`config.mk`:
```
export PLATFORM = sky130hd
export DESIGN_NAME = ooo_core
export DESIGN_NICKNAME = d
export VERILOG_FILES = /design/src/hw/isa_pkg.sv /design/src/hw/core_pkg.sv /design/src/hw/rename_dispatch.sv /design/src/hw/reservation_station.sv /design/src/hw/execute_cdb.sv /design/src/hw/reorder_buffer.sv /design/src/hw/ooo_core.sv
export VERILOG_INCLUDE_DIRS = /design/src /design/src/include
export SDC_FILE = /design/constraint.sdc
export NUM_CORES = 2
export LEC_CHECK = 0
export BUFFER_PORTS_ARGS = -buffer_cell sky130_fd_sc_hd__buf_2
export CAP_MARGIN = 20
export CORE_ASPECT_RATIO = 1.5
export CORE_MARGIN = 2
export CORE_UTILIZATION = 53
export CTS_BUF_LIST = sky130_fd_sc_hd__clkbuf_16
export CTS_CLUSTER_DIAMETER = 30
export DETAILED_ROUTE_END_ITERATION = 8
export PLACE_DENSITY = 0.68
export SYNTH_ARGS = -nofsm -noshare
export SYNTH_HDL_FRONTEND = slang
export SYNTH_SLANG_ARGS = --single-unit
export TNS_END_PERCENT = 5
```
`constraint.sdc`:
```
create_clock -name clock -period 9.8 [get_ports clock]
set_clock_uncertainty 0.2 [all_clocks]
set_input_delay 1.47 -clock clock [delete_from_list [all_inputs] [get_ports clock]]
set_output_delay 1.47 -clock clock [all_outputs]
set_load 0.02 [all_outputs]
```
`src/include/core_consts.svh`:
```
////////////////////////////////////////////////////////////////////////////
// Sizing constants for the scalar out-of-order core
// Included by the packages and by every RTL block that sizes an array
////////////////////////////////////////////////////////////////////////////
`ifndef CORE_CONSTS_SVH
`define CORE_CONSTS_SVH

// Data path width
`define XLEN 32

// Register counts, eight architectural mapped onto sixteen physical
`define ARCH_REGS 8
`define PHYS_REGS 16

// Queue depths
`define ROB_DEPTH 8
`define RS_DEPTH 4

// Multiplier pipe latency in cycles
`define MUL_STAGES 4

`endif

```
`src/hw/isa_pkg.sv`:
```
////////////////////////////////////////////////////////////////////////////
// RISC-V subset encoding types
// ADD, SUB, MUL from the OP major opcode and ADDI from OP-IMM
////////////////////////////////////////////////////////////////////////////
`include "core_consts.svh"

package isa_pkg;

    // One data word
    typedef logic [`XLEN-1:0] data_t;

    // Raw instruction word
    typedef logic [31:0] instr_t;

    // Only registers x0..x7 exist
    typedef logic [$clog2(`ARCH_REGS)-1:0] arch_reg_t;

    // Major opcodes in bits 6:0
    typedef enum logic [6:0] {
        OPC_OP     = 7'b0110011,
        OPC_OP_IMM = 7'b0010011
    } opcode_t;

    // Bits 31:25 for the OP register-register forms
    typedef enum logic [6:0] {
        F7_BASE   = 7'h00,
        F7_MULDIV = 7'h01,
        F7_SUB    = 7'h20
    } funct7_t;

endpackage

```
`src/hw/core_pkg.sv`:
```
////////////////////////////////////////////////////////////////////////////
// Microarchitecture types shared by rename, station, execute and ROB
////////////////////////////////////////////////////////////////////////////
`include "core_consts.svh"

package core_pkg;
    import isa_pkg::*;

    typedef logic [$clog2(`PHYS_REGS)-1:0] phys_tag_t;
    typedef logic [$clog2(`ROB_DEPTH)-1:0] rob_idx_t;

    // Operation selected at decode
    typedef enum logic [1:0] {FU_ADD, FU_SUB, FU_MUL} fu_op_t;

    // Station entry, also the issue packet
    typedef struct packed {
        fu_op_t    op;
        phys_tag_t src1_tag;
        logic      src1_ready;
        phys_tag_t src2_tag;
        logic      src2_ready;
        data_t     imm;
        logic      use_imm;
        phys_tag_t dest_tag;
        rob_idx_t  rob_idx;
    } dispatch_t;

    // Single result bus
    typedef struct packed {
        logic      valid;
        phys_tag_t tag;
        data_t     value;
        rob_idx_t  rob_idx;
    } cdb_t;

    typedef struct packed {
        arch_reg_t rd;
        logic      has_dest;
        logic      illegal;
        data_t     value;
    } commit_t;

    // ROB slot contents written at dispatch
    typedef struct packed {
        arch_reg_t rd;
        phys_tag_t new_tag;
        phys_tag_t old_tag;
        logic      has_dest;
        logic      illegal;
    } rob_alloc_t;

    // Four-phase input handshake
    typedef enum logic {HS_IDLE, HS_ACK_HIGH} hs_state_t;

endpackage

```
`src/hw/rename_dispatch.sv`:
```
////////////////////////////////////////////////////////////////////////////
// Input handshake, decode and register rename
// Accepts one instruction per four-phase req/ack cycle, renames it through
// the map, free and ready tables and hands it to the ROB and the station
////////////////////////////////////////////////////////////////////////////
`timescale 1ns/1ns
`include "core_consts.svh"

module rename_dispatch import isa_pkg::*, core_pkg::*; (
    input  logic       clock,
    input  logic       arst_n,
    input  logic       inst_req,
    input  instr_t     inst,
    output logic       inst_ack,
    input  rob_idx_t   rob_tail,
    input  logic       rob_full,
    input  logic       rs_full,
    input  cdb_t       cdb,
    input  logic       free_valid,
    input  phys_tag_t  free_tag,
    output logic       rob_alloc_valid,
    output rob_alloc_t rob_alloc,
    output logic       rs_alloc_valid,
    output dispatch_t  rs_alloc
);

    hs_state_t state_q;
    phys_tag_t map_q [`ARCH_REGS];
    logic [`PHYS_REGS-1:0] ready_q;
    logic [`PHYS_REGS-1:0] free_q;

    opcode_t   opcode;
    funct7_t   funct7;
    arch_reg_t rd;
    arch_reg_t rs1;
    arch_reg_t rs2;
    logic      is_op;
    logic      is_addi;
    logic      illegal;
    logic      has_dest;
    logic      free_any;
    phys_tag_t new_tag;
    logic      dispatch;

    ////////////////////////////////////////////////////////////////////////////
    // Decode
    ////////////////////////////////////////////////////////////////////////////
    assign opcode  = opcode_t'(inst[6:0]);
    assign funct7  = funct7_t'(inst[31:25]);
    assign rd      = arch_reg_t'(inst[9:7]);
    assign rs1     = arch_reg_t'(inst[17:15]);
    assign rs2     = arch_reg_t'(inst[22:20]);
    assign is_op   = (opcode == OPC_OP) && (inst[14:12] == 3'b000) &&
                     (funct7 inside {F7_BASE, F7_SUB, F7_MULDIV});
    assign is_addi = (opcode == OPC_OP_IMM) && (inst[14:12] == 3'b000);
    // Register fields above x7 are rejected, rs2 only matters for OP
    assign illegal = !(is_op || is_addi) || (inst[11:10] != 2'b00) ||
                     (inst[19:18] != 2'b00) || (is_op && inst[24:23] != 2'b00);
    // x0 is never renamed
    assign has_dest = !illegal && (rd != '0);

    // Lowest free tag
    always_comb begin
        free_any = 1'b0;
        new_tag  = '0;
        for (int i = `PHYS_REGS - 1; i >= 0; i--) begin
            if (free_q[i]) begin
                free_any = 1'b1;
                new_tag  = phys_tag_t'(i);
            end
        end
    end

    // Accept only from idle with room everywhere
    assign dispatch = (state_q == HS_IDLE) && inst_req && !rob_full && !rs_full && free_any;
    assign inst_ack = (state_q == HS_ACK_HIGH);

    always_comb begin
        rob_alloc          = '{rd: rd, new_tag: new_tag, old_tag: map_q[rd],
                               has_dest: has_dest, illegal: illegal};
        rs_alloc.op        = (is_op && funct7 == F7_SUB)    ? FU_SUB :
                             (is_op && funct7 == F7_MULDIV) ? FU_MUL : FU_ADD;
        rs_alloc.src1_tag  = map_q[rs1];
        rs_alloc.src2_tag  = map_q[rs2];
        // Same-cycle wakeup so a broadcast is never missed
        rs_alloc.src1_ready = ready_q[map_q[rs1]] || (cdb.valid && cdb.tag == map_q[rs1]);
        rs_alloc.src2_ready = is_addi || ready_q[map_q[rs2]] ||
                              (cdb.valid && cdb.tag == map_q[rs2]);
        rs_alloc.imm       = {{(`XLEN - 12){inst[31]}}, inst[31:20]};
        rs_alloc.use_imm   = is_addi;
        // Tag 0 stays bound to x0 and absorbs writes to it
        rs_alloc.dest_tag  = has_dest ? new_tag : '0;
        rs_alloc.rob_idx   = rob_tail;
    end

    assign rob_alloc_valid = dispatch;
    assign rs_alloc_valid  = dispatch && !illegal;

    always_ff @(posedge clock or negedge arst_n) begin
        if (!arst_n) begin
            state_q <= HS_IDLE;
            for (int i = 0; i < `ARCH_REGS; i++) map_q[i] <= phys_tag_t'(i);
            ready_q <= '1;
            for (int i = 0; i < `PHYS_REGS; i++) free_q[i] <= (i >= `ARCH_REGS);
        end else begin
            if (dispatch) state_q <= HS_ACK_HIGH;
            else if (state_q == HS_ACK_HIGH && !inst_req) state_q <= HS_IDLE;
            if (cdb.valid) ready_q[cdb.tag] <= 1'b1;
            if (free_valid) free_q[free_tag] <= 1'b1;
            if (dispatch && has_dest) begin
                map_q[rd]        <= new_tag;
                ready_q[new_tag] <= 1'b0;
                free_q[new_tag]  <= 1'b0;
            end
        end
    end

    // Tags outnumber ROB slots, so the free list only runs dry with a full ROB
    a_free_vs_rob: assert property (@(posedge clock) disable iff (!arst_n)
        !rob_full |-> free_any);

endmodule

```
`src/hw/reservation_station.sv`:
```
////////////////////////////////////////////////////////////////////////////
// Unified reservation station
// Collapsing queue, slot 0 holds the oldest entry; operands wake from the
// CDB and the oldest ready entry is issued each cycle
////////////////////////////////////////////////////////////////////////////
`timescale 1ns/1ns
`include "core_consts.svh"

module reservation_station import core_pkg::*; (
    input  logic      clock,
    input  logic      arst_n,
    input  logic      rs_alloc_valid,
    input  dispatch_t rs_alloc,
    input  cdb_t      cdb,
    input  logic      alu_blocked,
    output logic      rs_full,
    output logic      issue_valid,
    output dispatch_t issue
);

    logic [`RS_DEPTH-1:0] valid_q;
    dispatch_t            ent_q [`RS_DEPTH];
    logic [`RS_DEPTH-1:0] valid_d;
    dispatch_t            ent_d [`RS_DEPTH];
    logic [`RS_DEPTH-1:0] ready;
    logic [$clog2(`RS_DEPTH)-1:0] sel;
    logic                 placed;

    assign rs_full = &valid_q;

    // Ready entries, ALU ops held back while the CDB slot is taken
    always_comb begin
        for (int i = 0; i < `RS_DEPTH; i++) begin
            ready[i] = valid_q[i] && ent_q[i].src1_ready && ent_q[i].src2_ready &&
                       (ent_q[i].op == FU_MUL || !alu_blocked);
        end
    end

    // Oldest ready wins
    always_comb begin
        sel = '0;
        for (int i = `RS_DEPTH - 1; i >= 0; i--) begin
            if (ready[i]) sel = i[$clog2(`RS_DEPTH)-1:0];
        end
    end

    assign issue_valid = |ready;
    assign issue       = ent_q[sel];

    // Next state: wakeup, remove the issued slot, append the new entry
    always_comb begin
        placed  = 1'b0;
        valid_d = valid_q;
        ent_d   = ent_q;
        for (int i = 0; i < `RS_DEPTH; i++) begin
            if (cdb.valid && cdb.tag == ent_d[i].src1_tag) ent_d[i].src1_ready = 1'b1;
            if (cdb.valid && cdb.tag == ent_d[i].src2_tag) ent_d[i].src2_ready = 1'b1;
        end
        if (issue_valid) begin
            for (int i = 0; i < `RS_DEPTH - 1; i++) begin
                if (i >= int'(sel)) begin
                    valid_d[i] = valid_d[i+1];
                    ent_d[i]   = ent_d[i+1];
                end
            end
            valid_d[`RS_DEPTH-1] = 1'b0;
        end
        // Entries stay packed at the bottom, so the first hole is the tail
        for (int i = 0; i < `RS_DEPTH; i++) begin
            if (rs_alloc_valid && !placed && !valid_d[i]) begin
                valid_d[i] = 1'b1;
                ent_d[i]   = rs_alloc;
                placed     = 1'b1;
            end
        end
    end

    always_ff @(posedge clock or negedge arst_n) begin
        if (!arst_n) valid_q <= '0;
        else         valid_q <= valid_d;
    end

    always_ff @(posedge clock) begin
        ent_q <= ent_d;
    end

    // Every accepted entry lands in a free slot after the collapse
    a_no_alloc_full: assert property (@(posedge clock) disable iff (!arst_n)
        rs_alloc_valid |-> placed);

endmodule

```
`src/hw/execute_cdb.sv`:
```
////////////////////////////////////////////////////////////////////////////
// Execute stage and CDB driver
// Reads operands from the physical register file, runs a one-cycle ALU and
// a pipelined multiplier, and broadcasts each result on the single CDB
////////////////////////////////////////////////////////////////////////////
`timescale 1ns/1ns
`include "core_consts.svh"

module execute_cdb import isa_pkg::*, core_pkg::*; (
    input  logic      clock,
    input  logic      arst_n,
    input  logic      issue_valid,
    input  dispatch_t issue,
    output logic      alu_blocked,
    output cdb_t      cdb
);

    data_t prf_q [`PHYS_REGS];
    data_t op_a;
    data_t op_b;
    cdb_t  alu_d;
    cdb_t  alu_q;
    cdb_t  mul_d;
    cdb_t  mul_q [`MUL_STAGES];

    // Operand read, producers already wrote the file before wakeup
    assign op_a = prf_q[issue.src1_tag];
    assign op_b = issue.use_imm ? issue.imm : prf_q[issue.src2_tag];

    always_comb begin
        alu_d.valid   = issue_valid && (issue.op != FU_MUL);
        alu_d.tag     = issue.dest_tag;
        alu_d.value   = (issue.op == FU_SUB) ? (op_a - op_b) : (op_a + op_b);
        alu_d.rob_idx = issue.rob_idx;
        // Low word of the product only
        mul_d.valid   = issue_valid && (issue.op == FU_MUL);
        mul_d.tag     = issue.dest_tag;
        mul_d.value   = op_a * op_b;
        mul_d.rob_idx = issue.rob_idx;
    end

    // A mul one stage from the end owns the next CDB slot
    assign alu_blocked = mul_q[`MUL_STAGES-2].valid;

    // Result bus
    assign cdb = alu_q.valid ? alu_q : mul_q[`MUL_STAGES-1];

    always_ff @(posedge clock or negedge arst_n) begin
        if (!arst_n) begin
            alu_q <= '0;
            mul_q <= '{default: '0};
        end else begin
            alu_q    <= alu_d;
            mul_q[0] <= mul_d;
            for (int i = 1; i < `MUL_STAGES; i++) mul_q[i] <= mul_q[i-1];
        end
    end

    ////////////////////////////////////////////////////////////////////////////
    // Physical register file
    ////////////////////////////////////////////////////////////////////////////
    always_ff @(posedge clock or negedge arst_n) begin
        if (!arst_n) begin
            prf_q <= '{default: '0};
        end else if (cdb.valid && cdb.tag != '0) begin
            // Tag 0 is x0 and keeps zero
            prf_q[cdb.tag] <= cdb.value;
        end
    end

    // Station hold-off keeps the two units off the bus together
    a_cdb_single: assert property (@(posedge clock) disable iff (!arst_n)
        !(alu_q.valid && mul_q[`MUL_STAGES-1].valid));

endmodule

```
`src/hw/reorder_buffer.sv`:
```
////////////////////////////////////////////////////////////////////////////
// Reorder buffer
// Circular queue of in-flight instructions; marks completion from the CDB,
// retires the head in order and returns its old tag to the free list
////////////////////////////////////////////////////////////////////////////
`timescale 1ns/1ns
`include "core_consts.svh"

module reorder_buffer import isa_pkg::*, core_pkg::*; (
    input  logic       clock,
    input  logic       arst_n,
    input  logic       rob_alloc_valid,
    input  rob_alloc_t rob_alloc,
    input  cdb_t       cdb,
    output rob_idx_t   rob_tail,
    output logic       rob_full,
    output logic       free_valid,
    output phys_tag_t  free_tag,
    output logic       commit_valid,
    output commit_t    commit
);

    localparam int CW = $clog2(`ROB_DEPTH) + 1;

    rob_alloc_t rob_q [`ROB_DEPTH];
    data_t      value_q [`ROB_DEPTH];
    logic [`ROB_DEPTH-1:0] done_q;
    rob_idx_t   head_q;
    rob_idx_t   tail_q;
    logic [CW-1:0] count_q;
    logic       retire;

    assign rob_tail = tail_q;
    assign rob_full = (count_q == CW'(`ROB_DEPTH));
    assign retire   = (count_q != '0) && done_q[head_q];

    // Freed at the retire edge, together with the count drop
    assign free_valid = retire && rob_q[head_q].has_dest;
    assign free_tag   = rob_q[head_q].old_tag;

    always_ff @(posedge clock or negedge arst_n) begin
        if (!arst_n) begin
            head_q       <= '0;
            tail_q       <= '0;
            count_q      <= '0;
            done_q       <= '0;
            commit_valid <= 1'b0;
        end else begin
            commit_valid <= retire;
            if (cdb.valid) done_q[cdb.rob_idx] <= 1'b1;
            // Illegal entries are complete from the start
            if (rob_alloc_valid) begin
                done_q[tail_q] <= rob_alloc.illegal;
                tail_q         <= tail_q + 1'b1;
            end
            if (retire) head_q <= head_q + 1'b1;
            count_q <= count_q + CW'(rob_alloc_valid) - CW'(retire);
        end
    end

    // Slot payload and commit packet
    always_ff @(posedge clock) begin
        if (rob_alloc_valid) begin
            rob_q[tail_q]   <= rob_alloc;
            value_q[tail_q] <= '0;
        end
        if (cdb.valid) value_q[cdb.rob_idx] <= cdb.value;
        commit <= '{rd: rob_q[head_q].rd, has_dest: rob_q[head_q].has_dest,
                    illegal: rob_q[head_q].illegal, value: value_q[head_q]};
    end

endmodule

```
`src/hw/ooo_core.sv`:
```
////////////////////////////////////////////////////////////////////////////
// Scalar out-of-order core
// Instructions enter over a req/ack handshake, commits leave as a pulse
////////////////////////////////////////////////////////////////////////////
`timescale 1ns/1ns

module ooo_core import isa_pkg::*, core_pkg::*; (
    input  logic    clock,
    input  logic    arst_n,
    input  logic    inst_req,
    input  instr_t  inst,
    output logic    inst_ack,
    output logic    commit_valid,
    output commit_t commit
);

    // Dispatch
    logic       rob_alloc_valid, rs_alloc_valid, rob_full, rs_full;
    rob_alloc_t rob_alloc;
    dispatch_t  rs_alloc;
    rob_idx_t   rob_tail;
    // Issue, completion and retire
    logic       issue_valid, alu_blocked, free_valid;
    dispatch_t  issue;
    cdb_t       cdb;
    phys_tag_t  free_tag;

    rename_dispatch i_rename_dispatch (.*);

    reservation_station i_reservation_station (.*);

    execute_cdb i_execute_cdb (.*);

    reorder_buffer i_reorder_buffer (.*);

endmodule

```
==> results.json <==
{
  "synth_warnings": 0,
  "synth_cells": 7312,
  "end_kind": "flop",
  "tightest_slew_ns": 1.181,
  "postSynthAreaPerCell_um2": 10.45,
  "antenna_found_initial": 4,
  "period_minus_slack_ns": 10.17,
  "gr-total-overflow": 0,
  "drv_cap": 0,
  "synth_most_common_cell": "nor2_1",
  "critPathArrivalTime_ns": 10.66,
  "rows": 170,
  "grt_max_degree": 172,
  "worst_hold_slack_ns": 0.1393,
  "worstSetupPathType": "reg -> reg",
  "synthFlopType": "dfrtp_1",
  "cp_top_family": "adder cells",
  "drc": 0,
  "routed_wl_mm": 251.5,
  "dieArea_um2": 147200,
  "drive_gt1_frac": 0.2223,
  "vias": 58870,
  "max_stage_delay_ns": 0.73,
  "cts.sinks": 1286,
  "detail_route.vias_per_cell": 6.011,
  "syn_area_um2": 76380,
  "hold_viol_final": 0,
  "htreeDepth": 4,
  "grt_pass1_vias": 61490,
  "gr-usage-all-layers": 0.3466,
  "cts_buffers": 198,
  "ant_nets": 0,
  "finalMaxSlewViolations": 0,
  "status": "finished with violations",
  "nets": 8324,
  "drt-pass1-iter-count": 8,
  "ys_ff_latch": 1286,
  "async_flop_share": 0.6166,
  "clk_pin_slew_worst_paths_ns": 0.06,
  "layout_setup_ws_ns": -0.3741,
  "timing.fmax_mhz": 98.29,
  "synth_area_leader_cell": "dfrtp_1",
  "violations": "negative setup slack",
  "synthTopCellsByArea": "dfrtp_1, edfxtp_1, fa_1",
  "dpl.hpwl_mm": 174.8,
  "worstPathRequired_ns": 10.29,
  "final.setup.tns_ns": -1.597,
  "portBuffers": 73,
  "timing.slew.headroom": 0.2116,
  "critPathBufInv": 8,
  "yosysTopAreaCellShare": 0.2480,
  "grt_pass1_wl_mm": 377.2,
  "setup_violations": 7,
  "synth_edf_count": 448,
  "cp_max_fo": 25,
  "rsz0062_at_grt": "yes",
  "synth.net_count": 7921,
  "wl_per_cell_um": 25.68,
  "finalCritPeriodShare": 1.038,
  "cts_hold_buf": 0,
  "cts-root-buf": "clkbuf_16",
  "hold_path.class": "reg -> reg",
  "crit_path_start_kind": "flop",
  "yosysSeqAreaShare": 0.4483,
  "clock_latency_ns": 0.83,
  "gp_congestion": 0.9983,
  "die_w_um": 314.0,
  "synth_common_cells": "nor2_1, dfrtp_1, a21oi_1",
  "crit_top_cell": "fa_1",
  "io_pins": 74,
  "cts_tree": "built",
  "clockBufferDepth": 3,
  "core_area_um2": 143200,
  "start_util": 0.5336,
  "area_delta_synth_final_pct": 18.47,
  "first_iter_violations": 5948,
  "critPathSlowestCell": "o21ai_2",
  "die_y_um": 468.9,
  "yosysUniqueCellTypes": 95
}
[layout make-up]
cell class                 count  area [um^2]
tap                         1892         2367
clock inverter               172         1715
clock buffer                 203         5080
fill                       11250        52660
sequential                  1286        34260
multi-input combinational   4925        38340
inverter                     550         2068
timing repair buffer         754         6624
antenna                       12        30.03
[registers in the layout, indices dropped and copies added, names as in the netlist, 8 cells and up]
name / cells
i_rename_dispatch.free_q: 16
i_rename_dispatch.map_q: 32
i_reorder_buffer.value_q: 256
i_execute_cdb.alu_q: 40
i_rename_dispatch.ready_q: 16
i_reservation_station.ent_q: 128
i_execute_cdb.mul_q: 152
i_reorder_buffer.commit: 37
i_reorder_buffer.rob_q: 72
i_reorder_buffer.done_q: 8
i_execute_cdb.prf_q: 512
[cell usage in the layout (no fill, tap or decap), drive strengths merged, types with 157 or more instances in the layout]
cell type     n
dfrtp       757
nand2       626
nor2       1181
clkbuf      203
mux4        179
ha          164
edfxtp      448
inv         614
a21oi       641
buf         752
nand3       200
mux2i       300
o21ai       206
fa          410
mux2        157
[layer usage]
metal | track usage | vias up | routed length (um)
met2 | 0.5963 | 2854 | 125200
met1 | 0.3903 | 29520 | 85770
met4 | 0.2590 | 2 | 22230
met3 | 0.05318 | 959 | 18280
li1 | - | 25540 | -
met5 | 0 | - | 13
[repair_timing]
action | CTS | global route
gates resized for setup | 59 | 17
buffers inserted | 26 | 0
pin swaps | 18 | 5
endpoints found under the setup margin | 9 | 9
cloned | 4 | 0
[per-stage QoR]
| step | instances | utilization | setup WS (ns) | instance area, um^2 |
|---|---|---|---|---|
| after floorplan | 7312 | - | 0.004757 | 76390 |
| after global placement | 9373 | 0.5794 | -0.8620 | 82950 |
| after detailed placement | 9374 | 0.5795 | -1.029 | 82950 |
| after CTS | 9779 | 0.6313 | -0.1806 | 90370 |
| after global routing | 9793 | 0.6321 | -0.6895 | 90480 |
| final | 9794 | 0.6321 | -0.3741 | 90490 |
[final timing paths]
check                                                start                  endpoint  slack, ns  cells past startpoint
hold reg to reg                   i_execute_cdb.mul_q[135]   i_execute_cdb.mul_q[95]       0.14                      0
min in group asynchronous                           arst_n   i_execute_cdb.prf_q[42]       0.45                      1
setup / recovery           i_reservation_station.ent_q[51]  i_execute_cdb.mul_q[154]      -0.37                     36
max in group asynchronous                           arst_n   i_execute_cdb.alu_q[39]       6.66                      3
hold / removal                    i_execute_cdb.mul_q[135]   i_execute_cdb.mul_q[95]       0.14                      0
setup reg to reg           i_reservation_station.ent_q[51]  i_execute_cdb.mul_q[154]      -0.37                     36
[kinds of logic after synthesis]
group	synth area share
AO/OA/AOI/OAI	0.09067
XOR/XNOR	0.02125
adder cells (fa/ha/maj)	0.1343
buffers and inverters	0.05914
flip-flops	0.4483
multiplexers	0.1152
AND/OR/NAND/NOR	0.1311
Power is left out: the tool's default activity adds up to more than one toggle a clock period on the data nets, which glitch-free logic cannot reach.
